File: src/logic/cheat_pkg.sv
package cheat_pkg;

	// One cheat record, flags in the top word as in the download layout
	typedef struct packed {
		logic [31:0] flags;
		logic [31:0] address;
		logic [31:0] compare;
		logic [31:0] replace;
	} cheat_code_t;

	// Flag bit that makes the patch depend on the original data
	localparam int flag_use_compare = 0;

	// Byte offsets of the half-words within a 16-byte record
	localparam logic [3:0] off_flags_lo = 4'd0;
	localparam logic [3:0] off_flags_hi = 4'd2;
	localparam logic [3:0] off_addr_lo  = 4'd4;
	localparam logic [3:0] off_addr_hi  = 4'd6;
	localparam logic [3:0] off_cmp_lo   = 4'd8;
	localparam logic [3:0] off_cmp_hi   = 4'd10;
	localparam logic [3:0] off_repl_lo  = 4'd12;
	localparam logic [3:0] off_repl_hi  = 4'd14;

	localparam int default_num_slots = 4;

	// Width of an index into n slots, never below one bit
	function automatic int slot_idx_w(int n);
		return (n > 1) ? $clog2(n) : 1;
	endfunction

endpackage

File: src/logic/rom_bus_pkg.sv
package rom_bus_pkg;

	// ROM is read as 16-bit words
	localparam int rom_addr_w = 24;
	localparam int rom_data_w = 16;

	typedef logic [rom_addr_w-1:0] rom_addr_t;
	typedef logic [rom_data_w-1:0] rom_data_t;

	// Download side uses byte addresses
	localparam int dl_addr_w = 25;

	typedef logic [dl_addr_w-1:0] dl_addr_t;

endpackage

File: src/logic/cheat_load_if.sv
interface cheat_load_if #(
	parameter int num_slots = cheat_pkg::default_num_slots
);

	// Record commit towards one slot
	logic                                         commit;
	logic [cheat_pkg::slot_idx_w(num_slots)-1:0] slot_idx;
	cheat_pkg::cheat_code_t                       code;

	// Empties every slot
	logic                                         clear;

	modport loader (output commit, slot_idx, code, clear);
	modport slot (input commit, slot_idx, code, clear);

endinterface

File: src/logic/rom_word_if.sv
interface rom_word_if;

	logic                   valid;
	logic                   ready;
	rom_bus_pkg::rom_addr_t addr;
	rom_bus_pkg::rom_data_t data;

	// Producer side
	modport src (output valid, addr, data, input ready);

	// Consumer side
	modport dst (input valid, addr, data, output ready);

	// Observers that only look at the staged word
	modport mon (input valid, ready, addr, data);

endinterface

File: src/logic/cheat_code_loader.sv
module cheat_code_loader #(
	parameter int num_slots = cheat_pkg::default_num_slots
) (
	input  logic                   clk_sys,
	input  logic                   arst_n,
	input  logic                   dl_wr,
	input  rom_bus_pkg::dl_addr_t  dl_addr,
	input  rom_bus_pkg::rom_data_t dl_data,
	cheat_load_if.loader           load,
	output logic                   codes_available
);

	localparam int idx_w = cheat_pkg::slot_idx_w(num_slots);
	// Counter must also hold the full value num_slots
	localparam int cnt_w = cheat_pkg::slot_idx_w(num_slots + 1);
	localparam logic [cnt_w-1:0] cnt_max = cnt_w'(num_slots);

	cheat_pkg::cheat_code_t asm_q;
	logic [cnt_w-1:0]       count_q;
	logic [3:0]             offset;
	logic                   has_room;

	assign offset   = dl_addr[3:0];
	assign has_room = count_q < cnt_max;

	//////////////////////////////////////////////////
	// Record assembly

	always_ff @(posedge clk_sys) begin
		if (dl_wr) begin
			case (offset)
				cheat_pkg::off_flags_lo: asm_q.flags[15:0]    <= dl_data;
				cheat_pkg::off_flags_hi: asm_q.flags[31:16]   <= dl_data;
				cheat_pkg::off_addr_lo:  asm_q.address[15:0]  <= dl_data;
				cheat_pkg::off_addr_hi:  asm_q.address[31:16] <= dl_data;
				cheat_pkg::off_cmp_lo:   asm_q.compare[15:0]  <= dl_data;
				cheat_pkg::off_cmp_hi:   asm_q.compare[31:16] <= dl_data;
				cheat_pkg::off_repl_lo:  asm_q.replace[15:0]  <= dl_data;
				cheat_pkg::off_repl_hi:  asm_q.replace[31:16] <= dl_data;
				default: ;
			endcase
		end
	end

	// Last half-word bypasses the register so the commit lands on this edge
	always_comb begin
		load.code = asm_q;
		load.code.replace[31:16] = dl_data;
	end

	//////////////////////////////////////////////////
	// Slot allocation

	assign load.clear    = dl_wr && (dl_addr == '0);
	assign load.commit   = dl_wr && (offset == cheat_pkg::off_repl_hi) && has_room;
	assign load.slot_idx = count_q[idx_w-1:0];

	always_ff @(posedge clk_sys or negedge arst_n) begin
		if (!arst_n) begin
			count_q <= '0;
		end else if (load.clear) begin
			count_q <= '0;
		end else if (load.commit) begin
			count_q <= count_q + 1'b1;
		end
	end

	// Slots fill in order, so a nonzero count means at least one is occupied
	assign codes_available = (count_q != '0);

	a_commit_in_range: assert property (@(posedge clk_sys) disable iff (!arst_n)
		load.commit |-> (load.slot_idx < num_slots));

endmodule

File: src/logic/rom_read_tap.sv
module rom_read_tap (
	input  logic                   clk_sys,
	input  logic                   arst_n,
	input  logic                   rd_valid,
	input  rom_bus_pkg::rom_addr_t rd_addr,
	input  rom_bus_pkg::rom_data_t rd_data,
	output logic                   rd_ready,
	rom_word_if.src                staged
);

	logic                   valid_q;
	rom_bus_pkg::rom_addr_t addr_q;
	rom_bus_pkg::rom_data_t data_q;

	// Free, or draining into the merge stage this cycle
	assign rd_ready = !valid_q || staged.ready;

	always_ff @(posedge clk_sys or negedge arst_n) begin
		if (!arst_n) begin
			valid_q <= 1'b0;
		end else if (rd_ready) begin
			valid_q <= rd_valid;
		end
	end

	always_ff @(posedge clk_sys) begin
		if (rd_valid && rd_ready) begin
			addr_q <= rd_addr;
			data_q <= rd_data;
		end
	end

	// Staged word, seen by every slot and by the merge
	assign staged.valid = valid_q;
	assign staged.addr  = addr_q;
	assign staged.data  = data_q;

	a_staged_hold: assert property (@(posedge clk_sys) disable iff (!arst_n)
		(staged.valid && !staged.ready) |=>
			(staged.valid && $stable(staged.addr) && $stable(staged.data)));

endmodule

File: src/logic/cheat_slot.sv
module cheat_slot #(
	parameter int slot_index = 0
) (
	input  logic                   clk_sys,
	input  logic                   arst_n,
	input  logic                   cheats_en,
	cheat_load_if.slot             load,
	rom_word_if.mon                staged,
	output logic                   hit,
	output rom_bus_pkg::rom_data_t replace
);

	cheat_pkg::cheat_code_t code_q;
	logic                   used_q;
	logic                   addr_match;
	logic                   data_match;
	logic                   use_cmp;

	always_ff @(posedge clk_sys or negedge arst_n) begin
		if (!arst_n) begin
			used_q <= 1'b0;
		end else if (load.clear) begin
			used_q <= 1'b0;
		end else if (load.commit && (int'(load.slot_idx) == slot_index)) begin
			used_q <= 1'b1;
		end
	end

	always_ff @(posedge clk_sys) begin
		if (load.commit && (int'(load.slot_idx) == slot_index)) begin
			code_q <= load.code;
		end
	end

	//////////////////////////////////////////////////
	// Match against the staged word

	assign addr_match = code_q.address[rom_bus_pkg::rom_addr_w-1:0] == staged.addr;
	assign data_match = code_q.compare[rom_bus_pkg::rom_data_w-1:0] == staged.data;
	assign use_cmp    = code_q.flags[cheat_pkg::flag_use_compare];

	assign hit     = used_q && cheats_en && addr_match && (!use_cmp || data_match);
	assign replace = code_q.replace[rom_bus_pkg::rom_data_w-1:0];

endmodule

File: src/logic/patch_merge.sv
module patch_merge #(
	parameter int num_slots = cheat_pkg::default_num_slots
) (
	input  logic                   clk_sys,
	input  logic                   arst_n,
	rom_word_if.dst                staged,
	input  logic [num_slots-1:0]   hits,
	input  rom_bus_pkg::rom_data_t replaces [num_slots],
	output logic                   out_valid,
	input  logic                   out_ready,
	output rom_bus_pkg::rom_addr_t out_addr,
	output rom_bus_pkg::rom_data_t out_data
);

	localparam int idx_w = cheat_pkg::slot_idx_w(num_slots);

	logic [idx_w-1:0]       win_idx;
	logic                   hit_any;
	rom_bus_pkg::rom_data_t patched;

	//////////////////////////////////////////////////
	// Priority select, lowest slot wins

	always_comb begin
		win_idx = '0;
		for (int i = num_slots - 1; i >= 0; i--) begin
			if (hits[i]) begin
				win_idx = idx_w'(i);
			end
		end
	end

	assign hit_any = |hits;
	assign patched = hit_any ? replaces[win_idx] : staged.data;

	//////////////////////////////////////////////////
	// Output register

	assign staged.ready = !out_valid || out_ready;

	always_ff @(posedge clk_sys or negedge arst_n) begin
		if (!arst_n) begin
			out_valid <= 1'b0;
		end else if (staged.ready) begin
			out_valid <= staged.valid;
		end
	end

	always_ff @(posedge clk_sys) begin
		if (staged.valid && staged.ready) begin
			out_addr <= staged.addr;
			out_data <= patched;
		end
	end

	a_out_hold: assert property (@(posedge clk_sys) disable iff (!arst_n)
		(out_valid && !out_ready) |=>
			(out_valid && $stable(out_data) && $stable(out_addr)));

endmodule

File: src/logic/cheat_patcher_top.sv
module cheat_patcher_top #(
	parameter int num_slots = cheat_pkg::default_num_slots
) (
	input  logic                   clk_sys,
	input  logic                   arst_n,
	input  logic                   cheats_en,

	// Code download
	input  logic                   dl_wr,
	input  rom_bus_pkg::dl_addr_t  dl_addr,
	input  rom_bus_pkg::rom_data_t dl_data,

	// ROM read stream in
	input  logic                   rd_valid,
	output logic                   rd_ready,
	input  rom_bus_pkg::rom_addr_t rd_addr,
	input  rom_bus_pkg::rom_data_t rd_data,

	// Patched stream out
	output logic                   out_valid,
	input  logic                   out_ready,
	output rom_bus_pkg::rom_addr_t out_addr,
	output rom_bus_pkg::rom_data_t out_data,

	output logic                   codes_available
);

	logic [num_slots-1:0]   slot_hit;
	rom_bus_pkg::rom_data_t slot_repl [num_slots];

	cheat_load_if #(.num_slots(num_slots)) load_bus ();
	rom_word_if staged ();

	cheat_code_loader #(.num_slots(num_slots)) i_loader (
		.clk_sys         (clk_sys),
		.arst_n          (arst_n),
		.dl_wr           (dl_wr),
		.dl_addr         (dl_addr),
		.dl_data         (dl_data),
		.load            (load_bus.loader),
		.codes_available (codes_available)
	);

	rom_read_tap i_tap (
		.clk_sys  (clk_sys),
		.arst_n   (arst_n),
		.rd_valid (rd_valid),
		.rd_addr  (rd_addr),
		.rd_data  (rd_data),
		.rd_ready (rd_ready),
		.staged   (staged.src)
	);

	//////////////////////////////////////////////////
	// Slot bank

	for (genvar g = 0; g < num_slots; g++) begin : g_slot
		cheat_slot #(.slot_index(g)) i_slot (
			.clk_sys   (clk_sys),
			.arst_n    (arst_n),
			.cheats_en (cheats_en),
			.load      (load_bus.slot),
			.staged    (staged.mon),
			.hit       (slot_hit[g]),
			.replace   (slot_repl[g])
		);
	end

	patch_merge #(.num_slots(num_slots)) i_merge (
		.clk_sys   (clk_sys),
		.arst_n    (arst_n),
		.staged    (staged.dst),
		.hits      (slot_hit),
		.replaces  (slot_repl),
		.out_valid (out_valid),
		.out_ready (out_ready),
		.out_addr  (out_addr),
		.out_data  (out_data)
	);

endmodule

File: config.mk
export PLATFORM = sky130hd
export DESIGN_NAME = cheat_patcher_top
export DESIGN_NICKNAME = d
export VERILOG_FILES = /design/src/logic/cheat_pkg.sv /design/src/logic/rom_bus_pkg.sv /design/src/logic/cheat_load_if.sv /design/src/logic/rom_word_if.sv /design/src/logic/cheat_code_loader.sv /design/src/logic/rom_read_tap.sv /design/src/logic/cheat_slot.sv /design/src/logic/patch_merge.sv /design/src/logic/cheat_patcher_top.sv
export SDC_FILE = /design/constraint.sdc
export NUM_CORES = 1
export LEC_CHECK = 0
export BUFFER_PORTS_ARGS = -buffer_cell sky130_fd_sc_hd__buf_2
export CAP_MARGIN = 20
export CORE_ASPECT_RATIO = 0.9
export CORE_MARGIN = 1
export CORE_UTILIZATION = 53
export CTS_CLUSTER_SIZE = 10
export DETAILED_ROUTE_END_ITERATION = 16
export GPL_TIMING_DRIVEN = 0
export PLACE_DENSITY = 0.87
export SYNTH_ARGS = -nofsm -noshare
export SYNTH_HDL_FRONTEND = slang
export SYNTH_SLANG_ARGS = --single-unit
File: constraint.sdc
create_clock -name clk_sys -period 2.74 [get_ports clk_sys]
set_clock_uncertainty 0.05 [all_clocks]
set_input_delay 0.822 -clock clk_sys [delete_from_list [all_inputs] [get_ports clk_sys]]
set_output_delay 0.822 -clock clk_sys [all_outputs]
set_load 0.02 [all_outputs]
## Word level (Yosys, flattened, before mapping)

Cells that the tools add are included.

| storage, ports and cells | value |
|---|---|
| input bits | 87 |
| logic and storage cells | 118 |
| register bits after elaboration | 374 |

| cells by class | value |
|---|---|
| order comparisons | 2 |
| add/subtract/negate cells | 1 |
| equal/unequal tests | 16 |
| reductions and logical operators | 48 |
| muxes and demuxes | 18 |
| bitwise logic cells | 1 |

Operators by type and width:

| cell | number |
|---|---|
| == test 24 bit | 4 |
| == test 16 bit | 4 |
| 2-to-1 mux 16 bit | 3 |
| binary-select mux 16 bit (select 2 bit) | 1 |
| logical NOT 25 bit | 1 |
| logical AND 1 bit | 21 |
| == test 4 bit (second input constant) | 3 |
| AND reduction 2 bit | 5 |
| nonzero test 2 bit | 5 |
| == test 4 x 3 -> 1 bit (second input constant) | 2 |
| 2-to-1 mux 1 bit | 8 |
| 2-to-1 mux 2 bit | 4 |
| logical NOT 1 bit | 6 |
| logical OR 1 bit | 6 |
| 2-to-1 mux 3 bit | 2 |
| == test 2 bit (second input constant) | 2 |
| logical NOT 4 bit | 1 |
| OR reduction 4 bit | 1 |
| adder 3 x 1 -> 3 bit (second input constant) | 1 |
| greater-or-equal comparator 3 bit (second input constant) | 1 |
| less-than comparator 3 bit (second input constant) | 1 |
| NOT 2 -> 3 bit | 1 |
| nonzero test 3 bit | 1 |
| == test 2 x 1 -> 1 bit (second input constant) | 1 |
| logical NOT 2 bit | 1 |

## Depth between registers and ports, before layout

Gate-level depths: netlist of run 1.

| depth | value |
|---|---|
| depth after elaboration | 12 |
| gate-level depth with buffers | 10 |
| depth with buffers taken out | 7 |

## Modules after synthesis

Synthesis of run 1 repeated with hierarchy kept, for this count alone.

| unflattened totals | value |
|---|---|
| cell total of the unflattened synthesis | 920 |
| area total of the unflattened synthesis | 16360.7 µm² |

Modules (own cells, without submodules):

| module | cells an instance | area each (µm²) | instances | seq. area each (µm²) |
|---|---|---|---|---|
| cheat_slot at g_slot[1].i_slot ... | 133 | 2319.7 | 2 | 1736.7 |
| cheat_code_loader | 173 | 3839.9 | 1 | 3438.3 |
| cheat_slot at g_slot[0].i_slot | 132 | 2319.7 | 1 | 1736.7 |
| cheat_slot at g_slot[3].i_slot | 132 | 2318.5 | 1 | 1736.7 |
| patch_merge | 173 | 1988.2 | 1 | 1226.2 |
| rom_read_tap | 44 | 1255.0 | 1 | 1226.2 |

## Least setup slack after synthesis of run 1

OpenSTA, ideal clock, no wires.

| timing | value |
|---|---|
| path kind | in2reg |
| start point | input dl_addr[0] |
| end point | register g_slot[3].i_slot.code_q[32] (netlist bit) (enable) |
| path slack | -0.557 ns |
| arrival | 2.825 ns |
| buffers on the path | 0 |
| stages | 3 |
| cell sequence | nand2b_1 -> nor3_1 -> and2_1 |

| between the ends | value |
|---|---|
| longest elaborated chain between the ends | 4 |

RTL lines:

| item | RTL line | RTL |
|---|---|---|
| from (decl) | cheat_patcher_top.sv:10 | `input rom_bus_pkg::dl_addr_t dl_addr,` |
| == test 4 bit | cheat_code_loader.sv:55 | `assign load.commit = dl_wr && (offset == cheat_pkg::off_repl_hi) && has_room;` |
| logical AND 1 bit (2 in a row) | cheat_code_loader.sv:55 |  |
| logical AND 1 bit | cheat_slot.sv:30 | `if (load.commit && (int'(load.slot_idx) == slot_index)) begin` |
| to (signal assigned) | cheat_slot.sv:31 | `code_q <= load.code;` |
| to (decl) | cheat_slot.sv:13 | `cheat_pkg::cheat_code_t code_q;` |

No other way between the ends.
A chain may end at the register's enable or synchronous reset.

## Worst setup path in the final report of run 1

| timing | value |
|---|---|
| start point | register i_tap.data_q[11] (netlist: i_tap.staged.data[11]) |
| end point | register i_merge.out_data[3], data pin |

| between the ends | value |
|---|---|
| longest elaborated chain between the ends | 12 |

RTL lines:

| item | RTL line | RTL |
|---|---|---|
| from (decl) | rom_read_tap.sv:13 | `rom_bus_pkg::rom_data_t data_q;` |
| from (signal assigned) | rom_read_tap.sv:29 | `data_q <= rd_data;` |
| == test 16 bit | cheat_slot.sv:39 | `assign data_match = code_q.compare[rom_bus_pkg::rom_data_w-1:0] == staged.data;` |
| logical OR 1 bit | cheat_slot.sv:42 | `assign hit = used_q && cheats_en && addr_match && (!use_cmp \|\| data_match);` |
| logical AND 1 bit | cheat_slot.sv:42 |  |
| 2-to-1 mux 2 bit (4 in a row) | patch_merge.sv:27 | `if (hits[i]) begin` |
| NOT 2 -> 3 bit (not written as such) | patch_merge.sv:34 | `assign patched = hit_any ? replaces[win_idx] : staged.data;` |
| binary-select mux 16 bit (select 2 bit) | patch_merge.sv:34 |  |
| 2-to-1 mux 16 bit (not written as such) (2 in a row) | patch_merge.sv:34 |  |
| 2-to-1 mux 16 bit (*) | patch_merge.sv:34 |  |
| via i_merge.patched[3] | patch_merge.sv:19 | `rom_bus_pkg::rom_data_t patched;` |
| to (signal assigned) | patch_merge.sv:52 | `out_data <= patched;` |
| to (decl) | patch_merge.sv:12 | `output rom_bus_pkg::rom_data_t out_data` |

Mark *: on every way through the listed nets, which the timed path passes. The rest lies on a longest branch. The select of a mux whose other input is x is not followed.

==> results of run 1 <==
placed cells by master, fill, tap and decap left out, drive strengths merged, types with 7 or more instances in the layout:
cell,Yosys,final
a211oi,15,15
xnor2,24,24
nor2,30,30
nor3,7,7
xor2,137,137
nor4,39,39
buf,22,203
mux2i,17,17
nand2,7,7
nand4,12,12
dfrtp,9,9
a221o,15,15
clkbuf,3,63
edfxtp,365,365
cell usage after synthesis, types with 2 or more instances:
cell | number | area share, %
clkbuf_1 | 3 | 0.080
xor2_1 | 137 | 8.5
a2111oi_0 | 2 | 0.12
nand3b_1 | 2 | 0.11
a211oi_1 | 15 | 0.80
dfrtp_1 | 9 | 1.6
buf_6 | 12 | 0.96
and3_1 | 3 | 0.13
a221o_1 | 15 | 1.1
edfxtp_1 | 365 | 78
nand2_1 | 7 | 0.19
mux2i_1 | 17 | 1.2
inv_1 | 4 | 0.11
nand3_1 | 5 | 0.18
nand2b_1 | 6 | 0.27
or2_2 | 2 | 0.089
nor4_1 | 39 | 1.7
nand4_1 | 11 | 0.49
buf_2 | 7 | 0.25
ha_1 | 4 | 0.36
xnor2_1 | 24 | 1.5
nor3_1 | 7 | 0.25
and2_1 | 6 | 0.27
nor2_1 | 30 | 0.80
how the worst max path moves through the flow:
stage                                         start                          endpoint  depth (start not counted)
finish              i_tap.staged.data[11]$_DFFE_PP_     i_merge.out_data[3]$_DFFE_PP_                         10
global route        i_tap.staged.data[11]$_DFFE_PP_     i_merge.out_data[3]$_DFFE_PP_                         10
CTS                 i_tap.staged.data[10]$_DFFE_PP_     i_merge.out_data[2]$_DFFE_PP_                         10
detailed placement  i_tap.staged.addr[21]$_DFFE_PP_     i_merge.out_data[7]$_DFFE_PP_                          9
global placement                         dl_addr[3]  i_loader.load.code[68]$_DFFE_PP_                          3
floorplan           i_tap.staged.data[10]$_DFFE_PP_    i_merge.out_data[11]$_DFFE_PP_                         10
routing by layer:
layer	vias to the layer above	track usage [%]	wire (um)
met5	-	0	0
met4	0	8.69	1050
met3	72	4.81	3340
met2	507	37.5	16100
met1	3816	31.8	12700
li1	3298	-	-
worst reg2reg max path, stage by stage (launching register included):
cell and delay (ns):
edfxtp_1 0.37, buf_6 0.16, xnor2_2 0.20, nand4_1 0.16, o41a_1 0.50, or4b_4 0.51
buf_12 0.17, buf_4 0.14, mux2i_1 0.18, a211oi_1 0.11, a221o_1 0.34
state kept, by name (all words and copies together), names as in the netlist:
name                   cells
g_slot.i_slot.code_q     164
g_slot.i_slot.replace     64
g_slot.i_slot.used_q       4
i_loader.count_q           3
i_loader.load.code        57
i_merge.out_addr          24
i_merge.out_data          16
i_merge.out_valid          1
i_tap.staged.addr         24
i_tap.staged.data         16
i_tap.staged.valid         1
per-stage QoR:
stage	hold WS, ns	power [W]	setup TNS (ns)
floorplan	0.399	0.00706	0
global placement	0.412	0.00733	-225.93
detailed placement	0.431	0.00738	-84.53
CTS	0.0922	0.0123	-3.59
global route	0.0988	0.0127	-6.21
finish	0.110	0.0124	-5.09
what timing repair did:
item / CTS / global route
buffers inserted: 14 / 30
setup endpoints to repair: 16 / 16
pin swaps: 24 / 29
resized for setup: 29 / 61
cloned: 0 / 2
cells by family after synthesis:
| group | Yosys count |
|---|---|
| adder cells (fa/ha/maj) | 4 |
| XOR/XNOR | 161 |
| multiplexers | 18 |
| AND/OR/NAND/NOR | 123 |
| buffers and inverters | 29 |
| flip-flops | 374 |
| AO/OA/AOI/OAI | 36 |
power groups by stage:
stage / Combinational, W / Sequential, W / Clock (W)
final: 0.000793 / 0.00659 / 0.00500
after global routing: 0.000851 / 0.00661 / 0.00526
after CTS: 0.000714 / 0.00659 / 0.00502
after detailed placement: 0.000670 / 0.00671 / 0
after global placement: 0.000625 / 0.00670 / 0
after floorplan: 0.000328 / 0.00674 / 0
cell type report:
type	instances	area, sq um
Multi-Input combinational cell	342	3090
Buffer	25	275
Timing Repair Buffer	182	1150
Inverter	4	15.0
Clock buffer	59	1180
Fill cell	1610	8720
Clock inverter	2	8.76
Tap cell	348	435
Sequential cell	374	11200
==> results by group, run 1 <==
Run status
  – Status: finished, violations left
  – Failing checks: setup timing

Logic synthesis
  – Post-synthesis mux area share: 1.29%
  – Cell Area, Synth: approximately 14000 sq um
  – Xor/xnor cell area share of the yosys netlist: around a tenth
  – Yosys reg bits: 374
  – Mean Syn Cell Area: 18.9 sq um
  – Top_reg_cell synth: edfxtp_1
  – Gate Count Post-Synth: around 750
  – Count of flip-flops with a built-in enable after synthesis: 365
  – Largest family of logic cells by synthesized area: XOR/XNOR gates
  – Synth warn: 0
  – Asr flop ratio synth: around 2.4%
  – Post-synthesis sequential area ratio: just under 80%
  – Post-Synth Simple-Gate Area: about 4.8%
  – Synth unique cells: 37
  – Syn nets: about 840
  – Adder-cell share of the synthesized area: 0.356%
  – Compound-Gate Fraction of Synth Area: between 2 and 2.5%

GRT
  – Vias in the first global route: approximately 7.5k
  – Initial antenna violation count: 0
  – Largest net degree at the start of global routing: 60
  – First-pass GRT wire length: around 46000 um
  – Total grt overflow: 0
  – Total track usage: between 20% and 30%

Floorplan
  – Die area: 27200 sq um
  – Initial Utilization: 54.0%
  – Cell row count: 56
  – Die H: between 150 and 200 um
  – Die X: around 170 um
  – Ports: between 100 and 150
  – CORE AREA: between 20000 and 30000 sq um

Route
  – First-pass detailed-route iteration total: 5
  – WL final: around 33000 um
  – Iter 0 DRT Violations: between 700 and 800
  – Final ANT Viol Nets: 0
  – Vias: 7693
  – Avg WL per Cell: ~25 um
  – DRC viols: 0
  – Vias per cell: between 5 and 6

Clocking
  – Hold_buf cts: 0
  – Clk sinks: 374
  – Clock Latency Late Sink: around 0.53 ns
  – CTS tree: built
  – Root buffer cell: clkbuf_16
  – CTS Buf Count: 43
  – Max clock buf depth: 3
  – CTS H-tree lvls: 2
  – Clk slew on worst S/H paths: around 0.050 ns

Power
  – Power Dens Cells: ~710 nW/um^2
  – Sw Share: between 20% and 30%
  – Switch Pwr: between 0.002 and 0.003 W
  – Clk pwr share: just over 40%
  – P_int: between 0.009 and 0.01 W
  – Peak VDD IR: approximately 0.53 mV
  – Sequential power share: a little over half
  – Comb pwr share: around 6.4%
  – LEAKAGE: slightly above 6 nW

Worst setup path
  – Critical setup path kind: flop to flop
  – Worst-path cell chain: buf_6 > xnor2_2 > nand4_1 > o41a_1 > or4b_4 > buf_12 > buf_4 > mux2i_1 > a211oi_1 > a221o_1
  – Worst reg2reg endpoint: i_merge.out_data[3]$_DFFE_PP_
  – CP max FO: 7
  – R2R cell count: 10
  – Req. time, crit path: 2.93 ns
  – Crit path DAT: 3.35 ns
  – Cell family with most CP delay: compound AO/OA/AOI/OAI gates
  – Slowest stage cell, crit path: or4b_4
  – CP Launch Type: flop
  – CP Buf/Inv Count: 3
  – RR Startpoint: i_tap.staged.data[11]$_DFFE_PP_
  – FF-to-FF setup slack: -0.42 ns
  – Critical Path Max Stage Delay: 0.51 ns
  – Crit end category: flop

Place
  – DP Wirelength: ~19000 um
  – Post-Place Cells: 1228
  – Post-Place Cell Area: 15300 sq um
  – IO buf count: about 130
  – Pre-CTS WS: -0.842 ns
  – GP Congestion: between 0.8 and 0.9

Timing
  – Setup violations, final: 16
  – Slew Limit Fails: 0
  – Headroom to the max-slew limit: 38.3%
  – Setup ws final: -0.422 ns
  – Final hold vios: 0
  – RSZ-0062 raised after global routing: true
  – Worst slew pin tran: between 0.9 and 1 ns
  – Final Cycle Share: 115%
  – Max Fclk: roughly 0.32 GHz
  – Fin crit period: 3.16 ns

Min path
  – HP Class: input port to async pin

Cells and area
  – Nets: around 1.1k
  – Antenna diodes: 0
  – Fin util: 66.5%
  – Post-route insts no fill: about 1.3k
  – Fin area: about 17000 sq um
  – Fraction of layout cells with a size suffix above 1: about 32%
  – Area Growth Syn to Fin: 23.2%

Flow run
  – Maxcap violations: 0
(Power assumes the default switching activity.)
==> run 2: changes to the inputs <==
--- a/config.mk
+++ b/config.mk
@@ -14,6 +14,7 @@
 export DETAILED_ROUTE_END_ITERATION = 16
 export GPL_TIMING_DRIVEN = 0
 export PLACE_DENSITY = 0.87
+export RECOVER_POWER = 50
 export SYNTH_ARGS = -nofsm -noshare
 export SYNTH_HDL_FRONTEND = slang
 export SYNTH_SLANG_ARGS = --single-unit
==> results by group, run 2 (synthesized netlist as in run 1, its figures left out) <==
Run status
  – Status: finished, violations left
  – Failing checks: setup timing

Route
  – First-pass detailed-route iteration total: 5
  – DRC viols: 0
  – Vias per cell: 5.75
  – WL final: 33200 um
  – Avg WL per Cell: ~25 um
  – Vias: a little under 8k
  – Iter 0 DRT Violations: 810
  – Final ANT Viol Nets: 0

Flow run
  – Maxcap violations: 0

Min path
  – HP Class: input port to async pin

Clocking
  – Clk slew on worst S/H paths: 0.05 ns
  – Clock Latency Late Sink: roughly 0.53 ns
  – CTS H-tree lvls: 2
  – CTS Buf Count: 43
  – Max clock buf depth: 3
  – Root buffer cell: clkbuf_16
  – CTS tree: built
  – Clk sinks: ~370
  – Hold_buf cts: 0

Timing
  – Final hold vios: 0
  – Max Fclk: 0.315 GHz
  – Slew Limit Fails: 0
  – Fin crit period: 3.17 ns
  – Headroom to the max-slew limit: between 30% and 40%
  – Worst slew pin tran: 0.921 ns
  – Setup TNS: -5.12 ns
  – RSZ-0062 raised after global routing: true
  – Setup violations, final: 16
  – Setup ws final: -0.433 ns
  – Final Cycle Share: 116%

GRT
  – First-pass GRT wire length: about 46000 um
  – Vias in the first global route: around 7.5k
  – Total track usage: a little under a quarter
  – Initial antenna violation count: 0
  – Largest net degree at the start of global routing: 60
  – Total grt overflow: 0

Floorplan
  – Ports: between 100 and 150
  – CORE AREA: between 20000 and 30000 sq um
  – Cell row count: 56
  – Die H: between 150 and 200 um
  – Die X: about 170 um
  – Die area: approximately 27000 sq um
  – Initial Utilization: roughly 54%

Worst setup path
  – CP max FO: 7
  – Critical Path Max Stage Delay: roughly 0.5 ns
  – Critical setup path kind: flop to flop
  – CP Launch Type: flop
  – Req. time, crit path: between 2 and 3 ns
  – Crit end category: flop
  – Crit. Startpoint: i_tap.staged.data[11]$_DFFE_PP_
  – RR Startpoint: i_tap.staged.data[11]$_DFFE_PP_
  – Crit path DAT: between 3 and 4 ns
  – Critical Path Most Common Cell: buf_12
  – Slowest stage cell, crit path: or4b_4
  – Worst-path cell chain: buf_6 > xnor2_2 > nand4_1 > o41a_1 > or4b_4 > buf_12 > buf_12 > mux2i_1 > a211oi_1 > a221o_1

Power
  – Clk pwr share: around 40%
  – LEAKAGE: just over 6 nW
  – Peak VDD IR: approximately 0.53 mV
  – Sequential power share: a little over half
  – Power Dens Cells: between 700 and 800 nW/um^2
  – Comb pwr share: about 6.4%
  – P_int: ~0.0097 W
  – Switch Pwr: between 0.002 and 0.003 W
  – Sw Share: 21.4%

Cells and area
  – Most frequent cells in the layout: 365 x edfxtp_1, 133 x xor2_1, 113 x buf_2
  – Area Growth Syn to Fin: 23.0%
  – Antenna diodes: 0
  – Reg with most FFs: g_slot.i_slot.code_q
  – Nets: 1063
  – Fillers: 1620
  – Fraction of layout cells with a size suffix above 1: ~30%
  – Max reg flops: around 160
  – Commonest non-fill, non-tap cell in the layout: edfxtp_1

Place
  – IO buf count: around 130
  – DP Wirelength: 19100 um
  – GP Congestion: approximately 0.9
  – Pre-CTS WS: -0.842 ns
run 2: cell count changes in the layout (fill, tap and decap cells not counted):
cell | before | now
clkbuf_1 | 14 | 34
clkbuf_4 | 0 | 2
buf_2 | 131 | 113
buf_4 | 41 | 37
run 2: timing repair:
item | CTS | global route
hold endpoints to repair | 0 | 0
cloned | 0 | 2
pin swaps | 24 | 29
endpoints found under the setup margin | 16 | 16
setup buffers | 14 | 30
gates resized for setup | 29 | 61
run 2: stage by stage:
step	total power, W	instance area [sq um]	utilization [%]	cells	hold slack [ns]
6_report	0.0124	17300	66.4	1336	0.224
5_1_grt	0.0127	17300	66.4	1336	0.236
4_1_cts	0.0123	16700	64.2	1303	0.0922
3_5_place_dp	0.00738	15300	58.6	1228	0.431
3_3_place_gp	0.00733	15200	58.2	1222	0.412
2_1_floorplan	0.00706	14100	-	745	0.399
run 2: power groups by stage:
| stage | Combinational, W | Clock [W] | Sequential [W] |
|---|---|---|---|
| floorplan | 0.000328 | 0 | 0.00674 |
| global route | 0.000845 | 0.00526 | 0.00661 |
| detailed placement | 0.000670 | 0 | 0.00671 |
| finish | 0.000788 | 0.00500 | 0.00659 |
| CTS | 0.000714 | 0.00502 | 0.00659 |
| global placement | 0.000625 | 0 | 0.00670 |
run 2: worst max-delay path: cells and delay by family (launching register included):
kind,cells,cell delay (ns)
mux,1,0.22
xor+xnor,1,0.19
compound gates,3,0.93
simple gates,2,0.67
buf+inv,3,0.45
flops,1,0.37
run 2: area by class of cell:
type                    count  area [sq um]  share of cell area [%]
plain buffers              25           275                    1.59
clock buffers              59          1180                    6.81
clock inverters             2          8.76                  0.0506
inverters                   4          15.0                  0.0867
multi-input cells         342          3090                    17.8
flip-flops and latches    374         11200                    64.6
well taps                 348           435                    2.52
repair buffers            182          1120                    6.49
run 2: per-layer routing:
metal  wire [um]  part of all wire [%]  up-vias  GRT usage (%)
li1            -                     -     3293              -
met4        1110                   3.3        0           8.69
met2       16000                    48      531           37.5
met3        3360                    10       77           4.81
met5           0                     0        -              0
met1       12700                    38     3786           31.8
run 2: path summary, 6_finish.rpt:
path,endpoint,cells past startpoint,slack [ns]
hold / removal,i_loader.count_q[2]$_DFFE_PN0P_,1,0.22
hold reg to reg,i_merge.out_valid$_DFFE_PN0P_,1,0.43
setup reg to reg,i_merge.out_data[4]$_DFFE_PP_,10,-0.43
max in group asynchronous,g_slot[3].i_slot.used_q$_DFFE_PN0P_,1,2.01
min in group clk_sys,i_tap.staged.data[12]$_DFFE_PP_,1,0.42
setup / recovery,i_merge.out_data[4]$_DFFE_PP_,10,-0.43
